--- config.mk ---
export PLATFORM = sky130hd
export DESIGN_NAME = dcache_l1
export DESIGN_NICKNAME = d
export VERILOG_FILES = /design/src/dcache_l1_pkg.sv /design/src/dcache_way_sram.sv /design/src/dcache_d0_decode.sv /design/src/dcache_d0_execute.sv /design/src/dcache_d1_result.sv /design/src/dcache_l1.sv
export VERILOG_INCLUDE_DIRS = /design/src
export SDC_FILE = /design/constraint.sdc
export NUM_CORES = 2
export LEC_CHECK = 0
export BUFFER_PORTS_ARGS = -buffer_cell sky130_fd_sc_hd__buf_4
export CORE_AREA = 3 3 651 653
export DETAILED_ROUTE_END_ITERATION = 8
export DIE_AREA = 0 0 654 656
export PLACE_DENSITY_LB_ADDON = 0.05
export SYNTH_ARGS = -nofsm -noshare
export SYNTH_HDL_FRONTEND = slang
export SYNTH_MEMORY_MAX_BITS = 65536
export SYNTH_SLANG_ARGS = --single-unit
--- constraint.sdc ---
create_clock -name clk_i -period 9 [get_ports clk_i]
set_input_delay 1.35 -clock clk_i [delete_from_list [all_inputs] [get_ports clk_i]]
set_output_delay 1.35 -clock clk_i [all_outputs]
set_load 0.05 [all_outputs]
--- src/dcache_l1_macros.svh ---
// Cache geometry and derived address field widths for the L1 data cache
`ifndef DCACHE_L1_MACROS_SVH
`define DCACHE_L1_MACROS_SVH

// Base geometry, all powers of two
`define DCACHE_WAYS        2
`define DCACHE_SETS        16
`define DCACHE_LINE_WORDS  4
`define DCACHE_ADDR_W      32
`define DCACHE_WORD_W      32

// Derived widths
`define DCACHE_BE_W        (`DCACHE_WORD_W / 8)
`define DCACHE_BYTE_OFF_W  $clog2(`DCACHE_BE_W)
`define DCACHE_WORD_OFF_W  $clog2(`DCACHE_LINE_WORDS)
`define DCACHE_SET_W       $clog2(`DCACHE_SETS)
`define DCACHE_WAY_IDX_W   $clog2(`DCACHE_WAYS)
`define DCACHE_LINE_OFF_W  (`DCACHE_WORD_OFF_W + `DCACHE_BYTE_OFF_W)
`define DCACHE_TAG_W       (`DCACHE_ADDR_W - `DCACHE_SET_W - `DCACHE_LINE_OFF_W)
`define DCACHE_LINE_ADDR_W (`DCACHE_ADDR_W - `DCACHE_LINE_OFF_W)

`endif

--- src/dcache_l1_pkg.sv ---
// Shared data, address and request types of the L1 data cache
`include "dcache_l1_macros.svh"

package dcache_l1_pkg;

  // Data words and lines
  typedef logic [`DCACHE_WORD_W-1:0] word_t;
  typedef logic [`DCACHE_BE_W-1:0] be_t;
  typedef word_t [`DCACHE_LINE_WORDS-1:0] line_t;

  // Address pieces
  typedef logic [`DCACHE_TAG_W-1:0] tag_t;
  typedef logic [`DCACHE_SET_W-1:0] set_idx_t;
  typedef logic [`DCACHE_WORD_OFF_W-1:0] word_off_t;
  typedef logic [`DCACHE_LINE_ADDR_W-1:0] line_addr_t;

  // One bit per way, one bit per word of a line
  typedef logic [`DCACHE_WAYS-1:0] way_vec_t;
  typedef logic [`DCACHE_LINE_WORDS-1:0] word_vec_t;

  // Tag compare view
  typedef struct packed {
    tag_t                          tag;
    set_idx_t                      idx;
    word_off_t                     word;
    logic [`DCACHE_BYTE_OFF_W-1:0] byte_off;
  } paddr_fields_t;

  // MSHR and wake-up view
  typedef struct packed {
    line_addr_t                    line_addr;
    logic [`DCACHE_LINE_OFF_W-1:0] line_off;
  } paddr_line_t;

  // Same physical address, two decodings
  typedef union packed {
    paddr_fields_t fields;
    paddr_line_t   line;
  } paddr_u;

  // Winner of the d0 schedule
  typedef enum logic [2:0] {
    Idle,
    Init,
    D1Store,
    Refill,
    LsqLoad,
    LsqStore
  } d0_req_e;

endpackage

--- src/dcache_way_sram.sv ---
// One cache way with tag plus valid array and word-writable data array
`timescale 1ns/1ps
`include "dcache_l1_macros.svh"

module dcache_way_sram (
  input  logic                     clk_i,
  input  dcache_l1_pkg::set_idx_t  addr_i,
  input  logic                     tag_we_i,
  input  dcache_l1_pkg::tag_t      wtag_i,
  input  logic                     wvalid_i,
  input  dcache_l1_pkg::word_vec_t data_we_i,
  input  dcache_l1_pkg::line_t     wline_i,
  output dcache_l1_pkg::tag_t      rtag_o,
  output logic                     rvalid_o,
  output dcache_l1_pkg::line_t     rline_o
);

  // Valid bit sits above the tag
  logic [`DCACHE_TAG_W:0] tag_mem  [`DCACHE_SETS];
  dcache_l1_pkg::line_t   data_mem [`DCACHE_SETS];

  // Tag array, read returns the old entry on a same-edge write
  always_ff @(posedge clk_i) begin
    if (tag_we_i) begin
      tag_mem[addr_i] <= {wvalid_i, wtag_i};
    end
    {rvalid_o, rtag_o} <= tag_mem[addr_i];
  end

  // Data array with one enable per word
  always_ff @(posedge clk_i) begin
    for (int w = 0; w < `DCACHE_LINE_WORDS; w++) begin
      if (data_we_i[w]) begin
        data_mem[addr_i][w] <= wline_i[w];
      end
    end
    rline_o <= data_mem[addr_i];
  end

endmodule

--- src/dcache_d0_decode.sv ---
// d0 fixed-priority scheduler, request encoder, init sweep counter and ready levels
`timescale 1ns/1ps

module dcache_d0_decode (
  input  logic                    clk_i,
  input  logic                    rst_ni,
  input  logic                    lsq_valid_i,
  input  logic                    lsq_store_i,
  input  logic                    l2c_valid_i,
  input  logic                    d1_st_valid_i,
  input  logic                    mshr_busy_i,
  output logic                    lsq_rdy_o,
  output logic                    l2c_rdy_o,
  output logic                    init_done_o,
  output dcache_l1_pkg::set_idx_t init_idx_o,
  output dcache_l1_pkg::d0_req_e  req_type_o
);

  logic                    init_busy_q;
  dcache_l1_pkg::set_idx_t init_idx_q;
  logic                    lsq_slot;

  // Sweep one set per cycle after reset
  always_ff @(posedge clk_i or negedge rst_ni) begin
    if (!rst_ni) begin
      init_busy_q <= 1'b1;
      init_idx_q  <= '0;
    end else if (init_busy_q) begin
      init_idx_q <= init_idx_q + 1'b1;
      // Last set reached
      if (&init_idx_q) begin
        init_busy_q <= 1'b0;
      end
    end
  end

  assign init_idx_o  = init_idx_q;
  assign init_done_o = ~init_busy_q;

  // Priority: init, d1 write-back, refill, LSQ
  always_comb begin
    if (init_busy_q) begin
      req_type_o = dcache_l1_pkg::Init;
    end else if (d1_st_valid_i) begin
      req_type_o = dcache_l1_pkg::D1Store;
    end else if (l2c_valid_i) begin
      req_type_o = dcache_l1_pkg::Refill;
    end else if (lsq_valid_i && !mshr_busy_i) begin
      req_type_o = lsq_store_i ? dcache_l1_pkg::LsqStore : dcache_l1_pkg::LsqLoad;
    end else begin
      req_type_o = dcache_l1_pkg::Idle;
    end
  end

  // Slot left free for the LSQ by the higher requesters
  assign lsq_slot = (req_type_o == dcache_l1_pkg::Idle)    ||
                    (req_type_o == dcache_l1_pkg::LsqLoad) ||
                    (req_type_o == dcache_l1_pkg::LsqStore);

  // Refill only loses to init and d1
  assign l2c_rdy_o = (req_type_o != dcache_l1_pkg::Init) &&
                     (req_type_o != dcache_l1_pkg::D1Store);

  // One outstanding miss at a time
  assign lsq_rdy_o = lsq_slot && !mshr_busy_i;

endmodule

--- src/dcache_d0_execute.sv ---
// d0 address and per-way write controls, d0 to d1 request register and LSQ wake-up
`timescale 1ns/1ps
`include "dcache_l1_macros.svh"

module dcache_d0_execute (
  input  logic                                        clk_i,
  input  logic                                        rst_ni,
  input  logic                                        clr_i,
  input  dcache_l1_pkg::d0_req_e                      req_type_i,
  input  dcache_l1_pkg::set_idx_t                     init_idx_i,
  input  dcache_l1_pkg::paddr_u                       lsq_addr_i,
  input  dcache_l1_pkg::word_t                        lsq_wdata_i,
  input  dcache_l1_pkg::be_t                          lsq_be_i,
  input  dcache_l1_pkg::line_addr_t                   l2c_line_addr_i,
  input  dcache_l1_pkg::line_t                        l2c_line_i,
  input  dcache_l1_pkg::set_idx_t                     d1_st_addr_i,
  input  dcache_l1_pkg::way_vec_t                     d1_st_way_i,
  input  dcache_l1_pkg::line_t                        d1_st_line_i,
  input  dcache_l1_pkg::word_vec_t                    d1_st_wen_words_i,
  input  dcache_l1_pkg::way_vec_t                     victim_i,
  output dcache_l1_pkg::set_idx_t                     mem_addr_o,
  output dcache_l1_pkg::way_vec_t                     tag_we_o,
  output dcache_l1_pkg::tag_t                         wtag_o,
  output logic                                        wvalid_o,
  output dcache_l1_pkg::word_vec_t [`DCACHE_WAYS-1:0] data_we_o,
  output dcache_l1_pkg::line_t                        wline_o,
  output dcache_l1_pkg::d0_req_e                      d1_req_o,
  output dcache_l1_pkg::paddr_u                       d1_addr_o,
  output dcache_l1_pkg::word_t                        d1_wdata_o,
  output dcache_l1_pkg::be_t                          d1_be_o,
  output logic                                        wup_valid_o,
  output dcache_l1_pkg::line_addr_t                   wup_line_o
);

  dcache_l1_pkg::paddr_u refill_addr;
  logic                  lsq_win;

  // Refill line address seen through the field view
  always_comb begin
    refill_addr                = '0;
    refill_addr.line.line_addr = l2c_line_addr_i;
  end

  // Shared address and per-way write enables
  always_comb begin
    mem_addr_o = lsq_addr_i.fields.idx;
    tag_we_o   = '0;
    wtag_o     = refill_addr.fields.tag;
    wvalid_o   = 1'b0;
    data_we_o  = '0;
    wline_o    = l2c_line_i;
    case (req_type_i)
      // All ways of one set invalid
      dcache_l1_pkg::Init: begin
        mem_addr_o = init_idx_i;
        tag_we_o   = '1;
        wtag_o     = '0;
      end
      // Whole line and tag into the victim
      dcache_l1_pkg::Refill: begin
        mem_addr_o = refill_addr.fields.idx;
        tag_we_o   = victim_i;
        wvalid_o   = 1'b1;
        for (int w = 0; w < `DCACHE_WAYS; w++) begin
          data_we_o[w] = {`DCACHE_LINE_WORDS{victim_i[w]}};
        end
      end
      // Merged line from d1, only the stored word enabled
      dcache_l1_pkg::D1Store: begin
        mem_addr_o = d1_st_addr_i;
        wline_o    = d1_st_line_i;
        for (int w = 0; w < `DCACHE_WAYS; w++) begin
          data_we_o[w] = d1_st_way_i[w] ? d1_st_wen_words_i : '0;
        end
      end
      // LSQ reads and idle cycles write nothing
      default: begin
      end
    endcase
  end

  assign lsq_win = (req_type_i == dcache_l1_pkg::LsqLoad) ||
                   (req_type_i == dcache_l1_pkg::LsqStore);

  // Request type to d1, idle unless the LSQ won
  always_ff @(posedge clk_i or negedge rst_ni) begin
    if (!rst_ni) begin
      d1_req_o <= dcache_l1_pkg::Idle;
    end else if (clr_i || !lsq_win) begin
      d1_req_o <= dcache_l1_pkg::Idle;
    end else begin
      d1_req_o <= req_type_i;
    end
  end

  // Request payload
  always_ff @(posedge clk_i) begin
    if (lsq_win) begin
      d1_addr_o  <= lsq_addr_i;
      d1_wdata_o <= lsq_wdata_i;
      d1_be_o    <= lsq_be_i;
    end
  end

  // Wake-up in the refill write cycle
  assign wup_valid_o = (req_type_i == dcache_l1_pkg::Refill);
  assign wup_line_o  = l2c_line_addr_i;

endmodule

--- src/dcache_d1_result.sv ---
// d1 tag compare, load select, store merge, single MSHR, victim choice and responses
`timescale 1ns/1ps
`include "dcache_l1_macros.svh"

module dcache_d1_result (
  input  logic                                    clk_i,
  input  logic                                    rst_ni,
  input  logic                                    clr_i,
  input  dcache_l1_pkg::d0_req_e                  d1_req_i,
  input  dcache_l1_pkg::paddr_u                   d1_addr_i,
  input  dcache_l1_pkg::word_t                    d1_wdata_i,
  input  dcache_l1_pkg::be_t                      d1_be_i,
  input  dcache_l1_pkg::tag_t  [`DCACHE_WAYS-1:0] way_tag_i,
  input  dcache_l1_pkg::way_vec_t                 way_valid_i,
  input  dcache_l1_pkg::line_t [`DCACHE_WAYS-1:0] way_line_i,
  input  logic                                    wup_valid_i,
  output logic                                    d1_st_valid_o,
  output dcache_l1_pkg::set_idx_t                 d1_st_addr_o,
  output dcache_l1_pkg::way_vec_t                 d1_st_way_o,
  output dcache_l1_pkg::line_t                    d1_st_line_o,
  output dcache_l1_pkg::word_vec_t                d1_st_wen_words_o,
  output logic                                    mshr_busy_o,
  output dcache_l1_pkg::way_vec_t                 victim_o,
  output logic                                    resp_valid_o,
  output logic                                    resp_store_o,
  output logic                                    resp_hit_o,
  output dcache_l1_pkg::word_t                    resp_data_o,
  output logic                                    miss_valid_o,
  output dcache_l1_pkg::line_addr_t               miss_line_o
);

  dcache_l1_pkg::way_vec_t       hit_vec;
  dcache_l1_pkg::line_t          hit_line;
  dcache_l1_pkg::line_t          merged_line;
  logic                          hit;
  logic                          is_load;
  logic                          is_store;
  logic                          load_miss;
  logic [`DCACHE_WAY_IDX_W-1:0]  victim_idx;
  logic [`DCACHE_WAY_IDX_W-1:0]  rr_q [`DCACHE_SETS];
  logic                          mshr_valid_q;
  dcache_l1_pkg::line_addr_t     mshr_line_q;
  dcache_l1_pkg::paddr_u         mshr_addr;

  assign is_load  = (d1_req_i == dcache_l1_pkg::LsqLoad);
  assign is_store = (d1_req_i == dcache_l1_pkg::LsqStore);

  // Tag compare, hit line by one-hot OR
  always_comb begin
    hit_vec  = '0;
    hit_line = '0;
    for (int w = 0; w < `DCACHE_WAYS; w++) begin
      hit_vec[w] = way_valid_i[w] && (way_tag_i[w] == d1_addr_i.fields.tag);
      if (hit_vec[w]) begin
        hit_line = hit_line | way_line_i[w];
      end
    end
  end

  assign hit       = |hit_vec;
  assign load_miss = is_load && !hit;

  // Byte merge of the store word
  always_comb begin
    merged_line = hit_line;
    for (int b = 0; b < `DCACHE_BE_W; b++) begin
      if (d1_be_i[b]) begin
        merged_line[d1_addr_i.fields.word][8*b +: 8] = d1_wdata_i[8*b +: 8];
      end
    end
  end

  // Write-back request, store misses write nothing
  assign d1_st_valid_o     = is_store && hit && !clr_i;
  assign d1_st_addr_o      = d1_addr_i.fields.idx;
  assign d1_st_way_o       = hit_vec;
  assign d1_st_line_o      = merged_line;
  assign d1_st_wen_words_o = dcache_l1_pkg::word_vec_t'(1) << d1_addr_i.fields.word;

  // Lowest invalid way, else round-robin pointer of the set
  always_comb begin
    victim_idx = rr_q[d1_addr_i.fields.idx];
    for (int w = `DCACHE_WAYS - 1; w >= 0; w--) begin
      if (!way_valid_i[w]) begin
        victim_idx = w[`DCACHE_WAY_IDX_W-1:0];
      end
    end
  end

  // Miss in flight already blocks the LSQ
  assign mshr_busy_o = mshr_valid_q || load_miss;

  // MSHR state and held victim
  always_ff @(posedge clk_i or negedge rst_ni) begin
    if (!rst_ni) begin
      mshr_valid_q <= 1'b0;
      victim_o     <= '0;
    end else if (clr_i) begin
      mshr_valid_q <= 1'b0;
    end else if (load_miss) begin
      mshr_valid_q <= 1'b1;
      victim_o     <= dcache_l1_pkg::way_vec_t'(1) << victim_idx;
    end else if (wup_valid_i) begin
      mshr_valid_q <= 1'b0;
    end
  end

  // Missed line, also the miss strobe payload
  always_ff @(posedge clk_i) begin
    if (load_miss) begin
      mshr_line_q <= d1_addr_i.line.line_addr;
    end
  end

  assign miss_line_o = mshr_line_q;

  // Set of the pending line
  always_comb begin
    mshr_addr                = '0;
    mshr_addr.line.line_addr = mshr_line_q;
  end

  // Pointer of the refilled set advances on each refill
  always_ff @(posedge clk_i or negedge rst_ni) begin
    if (!rst_ni) begin
      for (int s = 0; s < `DCACHE_SETS; s++) begin
        rr_q[s] <= '0;
      end
    end else if (wup_valid_i && mshr_valid_q) begin
      rr_q[mshr_addr.fields.idx] <= rr_q[mshr_addr.fields.idx] + 1'b1;
    end
  end

  // Response and miss strobes, dropped by clear
  always_ff @(posedge clk_i or negedge rst_ni) begin
    if (!rst_ni) begin
      resp_valid_o <= 1'b0;
      miss_valid_o <= 1'b0;
    end else begin
      resp_valid_o <= (is_load || is_store) && !clr_i;
      miss_valid_o <= load_miss && !clr_i;
    end
  end

  // Response payload
  always_ff @(posedge clk_i) begin
    resp_store_o <= is_store;
    resp_hit_o   <= hit;
    resp_data_o  <= hit_line[d1_addr_i.fields.word];
  end

endmodule

--- src/dcache_l1.sv ---
// Top level of the L1 data cache front end with d0, two ways and d1
`timescale 1ns/1ps
`include "dcache_l1_macros.svh"

module dcache_l1 (
  input  logic                      clk_i,
  input  logic                      rst_ni,
  input  logic                      clr_i,
  input  logic                      lsq_valid_i,
  input  logic                      lsq_store_i,
  input  dcache_l1_pkg::paddr_u     lsq_addr_i,
  input  dcache_l1_pkg::word_t      lsq_wdata_i,
  input  dcache_l1_pkg::be_t        lsq_be_i,
  output logic                      lsq_rdy_o,
  input  logic                      l2c_valid_i,
  input  dcache_l1_pkg::line_addr_t l2c_line_addr_i,
  input  dcache_l1_pkg::line_t      l2c_line_i,
  output logic                      l2c_rdy_o,
  output logic                      resp_valid_o,
  output logic                      resp_store_o,
  output logic                      resp_hit_o,
  output dcache_l1_pkg::word_t      resp_data_o,
  output logic                      miss_valid_o,
  output dcache_l1_pkg::line_addr_t miss_line_o,
  output logic                      wup_valid_o,
  output dcache_l1_pkg::line_addr_t wup_line_o,
  output logic                      init_done_o
);

  // d0 decode to execute and result
  dcache_l1_pkg::d0_req_e                      req_type;
  dcache_l1_pkg::set_idx_t                     init_idx;
  // Shared way write port
  dcache_l1_pkg::set_idx_t                     mem_addr;
  dcache_l1_pkg::way_vec_t                     tag_we;
  dcache_l1_pkg::tag_t                         wtag;
  logic                                        wvalid;
  dcache_l1_pkg::word_vec_t [`DCACHE_WAYS-1:0] data_we;
  dcache_l1_pkg::line_t                        wline;
  // Way read data
  dcache_l1_pkg::tag_t      [`DCACHE_WAYS-1:0] way_tag;
  dcache_l1_pkg::way_vec_t                     way_valid;
  dcache_l1_pkg::line_t     [`DCACHE_WAYS-1:0] way_line;
  // d0 to d1 request
  dcache_l1_pkg::d0_req_e                      d1_req;
  dcache_l1_pkg::paddr_u                       d1_addr;
  dcache_l1_pkg::word_t                        d1_wdata;
  dcache_l1_pkg::be_t                          d1_be;
  // d1 back to d0
  logic                                        d1_st_valid;
  dcache_l1_pkg::set_idx_t                     d1_st_addr;
  dcache_l1_pkg::way_vec_t                     d1_st_way;
  dcache_l1_pkg::line_t                        d1_st_line;
  dcache_l1_pkg::word_vec_t                    d1_st_wen_words;
  logic                                        mshr_busy;
  dcache_l1_pkg::way_vec_t                     victim;

  dcache_d0_decode i_d0_decode (
    .clk_i         (clk_i),
    .rst_ni        (rst_ni),
    .lsq_valid_i   (lsq_valid_i),
    .lsq_store_i   (lsq_store_i),
    .l2c_valid_i   (l2c_valid_i),
    .d1_st_valid_i (d1_st_valid),
    .mshr_busy_i   (mshr_busy),
    .lsq_rdy_o     (lsq_rdy_o),
    .l2c_rdy_o     (l2c_rdy_o),
    .init_done_o   (init_done_o),
    .init_idx_o    (init_idx),
    .req_type_o    (req_type)
  );

  dcache_d0_execute i_d0_execute (
    .clk_i             (clk_i),
    .rst_ni            (rst_ni),
    .clr_i             (clr_i),
    .req_type_i        (req_type),
    .init_idx_i        (init_idx),
    .lsq_addr_i        (lsq_addr_i),
    .lsq_wdata_i       (lsq_wdata_i),
    .lsq_be_i          (lsq_be_i),
    .l2c_line_addr_i   (l2c_line_addr_i),
    .l2c_line_i        (l2c_line_i),
    .d1_st_addr_i      (d1_st_addr),
    .d1_st_way_i       (d1_st_way),
    .d1_st_line_i      (d1_st_line),
    .d1_st_wen_words_i (d1_st_wen_words),
    .victim_i          (victim),
    .mem_addr_o        (mem_addr),
    .tag_we_o          (tag_we),
    .wtag_o            (wtag),
    .wvalid_o          (wvalid),
    .data_we_o         (data_we),
    .wline_o           (wline),
    .d1_req_o          (d1_req),
    .d1_addr_o         (d1_addr),
    .d1_wdata_o        (d1_wdata),
    .d1_be_o           (d1_be),
    .wup_valid_o       (wup_valid_o),
    .wup_line_o        (wup_line_o)
  );

  // One array pair per way on the shared port
  for (genvar w = 0; w < `DCACHE_WAYS; w++) begin : gen_way
    dcache_way_sram i_way_sram (
      .clk_i     (clk_i),
      .addr_i    (mem_addr),
      .tag_we_i  (tag_we[w]),
      .wtag_i    (wtag),
      .wvalid_i  (wvalid),
      .data_we_i (data_we[w]),
      .wline_i   (wline),
      .rtag_o    (way_tag[w]),
      .rvalid_o  (way_valid[w]),
      .rline_o   (way_line[w])
    );
  end

  dcache_d1_result i_d1_result (
    .clk_i             (clk_i),
    .rst_ni            (rst_ni),
    .clr_i             (clr_i),
    .d1_req_i          (d1_req),
    .d1_addr_i         (d1_addr),
    .d1_wdata_i        (d1_wdata),
    .d1_be_i           (d1_be),
    .way_tag_i         (way_tag),
    .way_valid_i       (way_valid),
    .way_line_i        (way_line),
    .wup_valid_i       (wup_valid_o),
    .d1_st_valid_o     (d1_st_valid),
    .d1_st_addr_o      (d1_st_addr),
    .d1_st_way_o       (d1_st_way),
    .d1_st_line_o      (d1_st_line),
    .d1_st_wen_words_o (d1_st_wen_words),
    .mshr_busy_o       (mshr_busy),
    .victim_o          (victim),
    .resp_valid_o      (resp_valid_o),
    .resp_store_o      (resp_store_o),
    .resp_hit_o        (resp_hit_o),
    .resp_data_o       (resp_data_o),
    .miss_valid_o      (miss_valid_o),
    .miss_line_o       (miss_line_o)
  );

endmodule

# Yosys cells after proc, flatten, opt, wreduce, memory -nomap -nowiden
# Memory sizes are Yosys's and may differ from the RTL's. A register that Yosys moved wholly into a read port is not among the register bits.
# Cells that the tools add are included.
[totals]
rom_bits = 0
memories = 4
regBits = 159
mem_bits_rw = 4896
out_inout_bits = 96
input_bits = 230
latchBits = 0
word_cells = 157
[memory_table]
columns = ["memory", "depth", "width", "read_ports", "rd_ports_with_merged_regs", "wr", "line_no", "text"]
rows = [
  ["gen_way[0].i_way_sram.data_mem", 16, 128, 1, 1, 1, "dcache_way_sram.sv:20", "dcache_l1_pkg::line_t data_mem [`DCACHE_SETS];"],
  ["gen_way[1].i_way_sram.data_mem", 16, 128, 1, 1, 1, "dcache_way_sram.sv:20", ""],
  ["gen_way[0].i_way_sram.tag_mem", 16, 25, 1, 1, 1, "dcache_way_sram.sv:19", "logic [`DCACHE_TAG_W:0] tag_mem [`DCACHE_SETS];"],
  ["gen_way[1].i_way_sram.tag_mem", 16, 25, 1, 1, 1, "dcache_way_sram.sv:19", ""],
]
[op_classes]
n_mux = 70
n_mul = 0
n_eq_ne = 11
reduce_logical = 28
n_div = 0
bitwise = 5
n_addsub = 2
n_shift = 2
order_cmp = 5
[ops]
columns = ["operator", "count"]
rows = [
  ["2-to-1 mux 128 bit", 7],
  ["bitwise mux 128 bit", 4],
  ["demux 32 bit (select 2 bit)", 4],
  ["OR 128 bit", 1],
  ["binary-select mux 32 bit (select 2 bit)", 1],
  ["2-to-1 mux 32 bit", 2],
  ["equality test 24 bit", 2],
  ["2-to-1 mux 24 bit", 2],
  ["2-to-1 mux 1 bit", 34],
  ["bitwise mux 16 bit", 1],
  ["2-to-1 mux 16 bit", 1],
  ["case mux 8 bit (2 select lines)", 1],
  ["2-to-1 mux 3 bit", 5],
  ["logical AND 1 bit", 13],
  ["equality test 3 bit, second input constant", 4],
  ["case mux 4 bit (3 select lines)", 1],
  ["greater-or-equal comparator 5 bit, second input constant", 2],
  ["inverter 4 -> 5 bit", 2],
  ["binary-select mux 1 bit (select 4 bit)", 2],
  ["2-to-1 mux 4 bit", 2],
  ["2-to-1 mux 8 bit", 1],
  ["equality test 3 x 2 -> 1 bit, second input constant", 2],
  ["logical OR 1 bit", 6],
  ["< comparator 5 x 1 -> 1 bit, second input constant", 1],
  ["18 further kinds", 22],
]

# Depth between registers and ports, before layout
[depth]
ltp_word = 17
depth_mapped = 15
mapped_depth_nobuf = 10

# Cells and area by module
# From an unflattened synthesis, not the netlist that was laid out.
[unflattened]
cells_unflattened = 9311
area_unflattened_um2 = 202741.9
[modules_own_cells]
columns = ["module", "area_per_inst_um2", "n_inst", "cells_per_inst", "seq_area_each_um2"]
rows = [
  ["dcache_way_sram", 94931.0, 2, 3987, 76573.4],
  ["dcache_d1_result", 8117.8, 1, 1004, 2047.0],
  ["dcache_d0_execute", 4479.3, 1, 309, 2117.0],
  ["dcache_d0_decode", 282.8, 1, 24, 126.4],
]

# Worst setup path before layout
# OpenSTA, ideal clock, no wires.
[synth_path]
kind = "reg-to-reg"
startpoint = "reg i_d0_execute.d1_addr_o[20] (netlist name)"
endpoint = "reg i_d0_execute.d1_req_o[0]"
setup_slack_ns = 3.598
setup_time_ns = 0.088
arrival_time_ns = 5.314
stages_incl_launch_ff = 12
synth_period_minus_slack_ns = 5.402
path_cell_list = "edfxtp_1 > xor2_1 > nor4_1 > and3_1 > and4_1 > buf_2 > or4_4 > inv_1 > nor3_1 > and2_1 > nor2b_1 > nor3b_1"
[synth_between]
elab_chain_cells = 17
word_cells_on_any_way = 22
cone_classes = "4 x eq/ne; 5 x mux; 13 x reduce/logical"
[synth_lines]
columns = ["element", "line_no", "text"]
rows = [
  ["start, declared", "dcache_d0_execute.sv:28", "output dcache_l1_pkg::paddr_u d1_addr_o,"],
  ["start signal, assigned", "dcache_d0_execute.sv:99", "d1_addr_o <= lsq_addr_i;"],
  ["equality test 24 bit", "dcache_d1_result.sv:53", "hit_vec[w] = way_valid_i[w] && (way_tag_i[w] == d1_addr_i.fields.tag);"],
  ["logical AND 1 bit", "dcache_d1_result.sv:53", ""],
  ["OR reduction 2 bit *", "dcache_d1_result.sv:60", "assign hit = |hit_vec;"],
  ["zero test 1 bit *", "dcache_d1_result.sv:61", "assign load_miss = is_load && !hit;"],
  ["logical AND 1 bit *", "dcache_d1_result.sv:61", ""],
  ["named net i_d1_result.load_miss", "dcache_d1_result.sv:38", "logic load_miss;"],
  ["logical OR 1 bit *", "dcache_d1_result.sv:91", "assign mshr_busy_o = mshr_valid_q || load_miss;"],
  ["zero test 1 bit *", "dcache_d0_decode.sv:48", "end else if (lsq_valid_i && !mshr_busy_i) begin"],
  ["(+2 left out)", "-", ""],
  ["2-to-1 mux 3 bit *", "dcache_d0_decode.sv:46", "end else if (l2c_valid_i) begin"],
  ["2-to-1 mux 3 bit *", "dcache_d0_decode.sv:44", "end else if (d1_st_valid_i) begin"],
  ["2-to-1 mux 3 bit *", "dcache_d0_decode.sv:42", "if (init_busy_q) begin"],
  ["equality test 3 bit, on equally long branches", "dcache_d0_execute.sv:82, dcache_d0_execute.sv:83", ""],
  ["logical OR 1 bit", "dcache_d0_execute.sv:82", "assign lsq_win = (req_type_i == dcache_l1_pkg::LsqLoad) ||"],
  ["zero test 1 bit", "dcache_d0_execute.sv:89", "end else if (clr_i || !lsq_win) begin"],
  ["logical OR 1 bit", "dcache_d0_execute.sv:89", ""],
  ["2-to-1 mux 3 bit *", "dcache_d0_execute.sv:89", ""],
  ["end signal, assigned", "dcache_d0_execute.sv:88", "d1_req_o <= dcache_l1_pkg::Idle;"],
  ["end signal, assigned", "dcache_d0_execute.sv:90", "d1_req_o <= dcache_l1_pkg::Idle;"],
  ["end signal, assigned", "dcache_d0_execute.sv:92", "d1_req_o <= req_type_i;"],
  ["end, declared", "dcache_d0_execute.sv:27", "output dcache_l1_pkg::d0_req_e d1_req_o,"],
]
# Mark *: on every way through the listed nets, which the timed path passes. The rest lies on a longest branch.
# A chain may end at the register's enable or synchronous reset.

# Worst setup path in the final report
[layout_path]
startpoint = "reg i_d0_execute.d1_addr_o[21] (netlist name)"
endpoint = "mem gen_way[0].i_way_sram.data_mem[14][34] (netlist name) (enable)"
[layout_between]
elab_chain_cells = 16
word_cells_on_any_way = 24
cone_classes = "5 x eq/ne; 9 x mux; 10 x reduce/logical"
[layout_lines]
columns = ["element", "line_no", "text"]
rows = [
  ["equality test 24 bit", "dcache_d1_result.sv:53", ""],
  ["logical AND 1 bit", "dcache_d1_result.sv:53", ""],
  ["OR reduction 2 bit", "dcache_d1_result.sv:60", ""],
  ["zero test 1 bit", "dcache_d1_result.sv:61", ""],
  ["logical AND 1 bit", "dcache_d1_result.sv:61", ""],
  ["logical OR 1 bit", "dcache_d1_result.sv:91", ""],
  ["zero test 1 bit", "dcache_d0_decode.sv:48", ""],
  ["logical AND 1 bit", "dcache_d0_decode.sv:48", ""],
  ["2-to-1 mux 3 bit", "dcache_d0_decode.sv:48", ""],
  ["2-to-1 mux 3 bit", "dcache_d0_decode.sv:46", ""],
  ["2-to-1 mux 3 bit", "dcache_d0_decode.sv:44", ""],
  ["2-to-1 mux 3 bit", "dcache_d0_decode.sv:42", ""],
  ["equality test 3 x 2 -> 1 bit", "dcache_d0_execute.sv:52", "case (req_type_i)"],
  ["case mux 8 bit (2 select lines)", "dcache_d0_execute.sv:52", ""],
  ["2-to-1 mux 1 bit", "dcache_way_sram.sv:33", "if (data_we_i[w]) begin"],
  ["2-to-1 mux 1 bit (not written as such)", "dcache_way_sram.sv:34", "data_mem[addr_i][w] <= wline_i[w];"],
  ["end, declared", "dcache_way_sram.sv:20", ""],
]
# Several ways; a longest one is shown, not always the timed one.

==> run metrics <==
outcome=complete, no violations; post-synthesis instance total=~13000; share of synthesized area occupied by flip-flops and latches=0.753; share of the clock period used by the worst path after layout=0.792; area of combinational cells with multiple inputs=about 47000 sq um; peak supply drop=around 0.18 mV; maximum number of pins on one net before global-route repair=between 150 and 200; Post-Layout Cell Count=19700; most used flip-flop cell after synthesis=edfxtp_1; post-CTS setup buffer count=0; Root Buffer=clkbuf_16; sink count of the clock tree=between 5000 and 6000; row count=238; post-detailed-route via-to-cell ratio=around 6.4; async set or reset register ratio after synthesis=0.00541; vias in the first global route=124000; Die Area=429000 sq um; TritonCTS clock tree=done; global-route wire length before repair=~950 mm; most common cell after layout, fill and taps aside=edfxtp_1; element type at the critical path end=flip-flop; Final Hold Vio Count=0; max cap viols=0; area grow syn2layout=14.3%; required time of the critical path=slightly below 10 ns; clock latency on the worst-skew pair=1.07 ns; warnings from Yosys=0; number of antenna violations at the first check in global routing=46; count of cells resized by post-cts repair=0; DR DRC count=0; Core Box Area=419000 sq um; Worst-path clk slew=about 0.060 ns; sum of overflow across all layers after global routing=0; final wirelength=roughly 700 mm; Placed Instances=18600; count of filler cells inserted in the layout=about 32000; DR vias=approximately 130k; fraction of layout instances using a drive strength above 1=0.184; H-Tree Depth=6; power density relative to cell area=about 230 nW/um^2; EDFF count, synth=4990; final core area utilization=0.570; max_slew headroom=0.00801; maximum clock frequency=between 100 and 150 MHz; floorplan die width=about 650 um; Slew Limit Fails=0; leakage dissipation=roughly 80 nW; Seq. cell area=around 160000 sq um; maximum clock insertion buffer count=4; Netlist Area Pre-Place=~210000 sq um; synth unique cells=53; largest clock skew in the final design=0.0359 ns; Post-layout nets=approximately 14000; final setup vio count=0; hold-fix buffer count after cts=0; Worst Max-Slew Pin Slew=about 1.5 ns; Avg Cell Area, Syn=approximately 16 sq um; launching element type of the critical path=flip-flop; vertical die dimension=656 um; first-pass iteration count of the detailed router=6; Antenna Nets Post-Route=0; number of register bits inferred by synthesis=approximately 5400; worst reg2reg startpoint=i_d0_execute.d1_addr_o[21]; final weighted congestion in routability-driven placement=0.898; Critical Path Start=i_d0_execute.d1_addr_o[21]; maximum net fanout on the critical path=24; Final Critical Period=between 7 and 8 ns; CTS buffer count=roughly 560; number of buffers inserted by port buffering=between 300 and 400; placed wire-length estimate=about 380 mm; unrepaired setup endpoints after global routing=no; Layout Cell Area excl Fill=approximately 240000 sq um; final setup TNS=0 ns; starting utilization of the core area=0.499; Routed wire per std cell=35.0 um; top-level I/O count=around 330; Crit path arrival time=7.83 ns; gr usage total=0.315; net count of the mapped netlist=between 10000 and 15000; top library cells by usage in the layout, fill and taps aside=edfxtp_1, nand2_1, o211ai_1, buf_4, inv_1; kind of critical path=flip-flop to flip-flop; Hold/Removal Path Class=input pin to async pin; DRC violation total after the first TritonRoute iteration=approximately 16000; cell area reported after detailed placement=between 200000 and 250000 sq um
==> critical path, cell delays in order, from the launching register on <==
cell and delay (ns):
edfxtp_1 0.44, xor2_1 0.19, nor4_1 0.52, nand3_1 0.15, nor4_1 1.03, o21ai_0 0.42
and3_1 0.38, or2_4 0.49, nor3_2 0.88, nand2_1 0.51, buf_4 0.42, nor2_4 0.76
buf_4 0.50
==> metrics by stage <==
step	total power, W	setup WS, ns	hold slack (ns)
6_report	0.0556	1.87	0.233
5_1_grt	0.0571	1.77	0.232
4_1_cts	0.0558	2.08	0.189
3_5_place_dp	0.0325	2.06	0.498
3_3_place_gp	0.0324	2.07	0.492
2_1_floorplan	0.0308	3.60	0.424
==> worst paths after layout <==
check | to | slack, ns | cells past startpoint
max | gen_way[0].i_way_sram.data_mem[14][34] | 1.87 | 12
min | i_d1_result.rr_q[7] | 0.23 | 1
max reg2reg | gen_way[0].i_way_sram.data_mem[14][34] | 1.87 | 12
min reg2reg | i_d1_result.victim_o[0] | 0.51 | 1
max in group asynchronous | i_d0_decode.init_busy_q | 8.43 | 1
min in group clk_i | i_d0_execute.d1_addr_o[23] | 0.47 | 1
==> power by group <==
group / internal, W / switching [W] / leakage (nW)
registers: 0.0278 / 0.000259 / 48.2
logic: 0.00117 / 0.00281 / 23.0
clock network: 0.0140 / 0.00952 / 9.22
total: 0.0430 / 0.0126 / 80.4
==> synth_stat cells (4+ instances only) <==
master / instances / area [sq um]
edfxtp_1: 4990 / 150000
nand2_1: 1490 / 5590
o211ai_1: 1227 / 9210
clkbuf_1: 656 / 2460
inv_1: 647 / 2430
mux2_2: 631 / 7110
mux2i_1: 616 / 6170
a32o_1: 612 / 6130
a21oi_1: 341 / 1710
dfxtp_1: 340 / 6810
nor4_1: 317 / 1980
o22ai_1: 306 / 1910
o21ai_0: 227 / 1140
nor2_1: 222 / 833
buf_2: 189 / 946
a22oi_1: 128 / 961
buf_4: 62 / 465
buf_1: 43 / 161
mux4_2: 41 / 923
buf_6: 34 / 383
xor2_1: 34 / 298
dfrtp_1: 28 / 701
nor2b_1: 27 / 169
xnor2_1: 17 / 149
nor3_1: 14 / 70.1
nand3_1: 10 / 50.1
a31oi_1: 9 / 56.3
and2_1: 8 / 50.1
nand4_1: 8 / 50.1
nand2b_1: 7 / 43.8
and3_1: 5 / 31.3
nor3b_1: 5 / 37.5
o21a_1: 4 / 30.0
==> final cells by class <==
cell class,count,area share
Multi-Input combinational cell,6328,0.197
Timing Repair Buffer,761,0.0267
Inverter,648,0.0102
Tap cell,5520,0.0289
Clock buffer,818,0.0692
Clock inverter,216,0.00944
Antenna cell,30,0.000314
Sequential cell,5359,0.659
==> registers in the layout, summed over array words and instances (netlist names), 4 cells and up <==
name and cells:
gen_way.i_way_sram.tag_mem 800, i_d0_execute.d1_be_o 4, i_d0_decode.init_idx_o 4, i_d1_result.rr_q 16, i_d0_execute.d1_wdata_o 32, gen_way.i_way_sram.data_mem 4096, i_d0_execute.d1_addr_o 30, i_d1_result.resp_data_o 32
i_d1_result.miss_line_o 28, gen_way.i_way_sram.rline_o 256, gen_way.i_way_sram.rtag_o 48
==> cells by family after synthesis <==
kind of cell,Yosys count,share of synthesized area
mux,1288,0.0679
xor+xnor,51,0.00214
other cells,1,0.0000179
fa+ha+maj,1,0.0000598
buf+inv,1632,0.0328
simple gates,2124,0.0431
compound gates,2863,0.101
flops,5359,0.753
==> metal layers <==
layer  global-route usage  routed length [um]
met5                    0                  75
met4                0.166               42000
met3               0.0613               61900
met2                0.482              314000
met1                0.429              272000
Power figures use the tool's default switching activity.
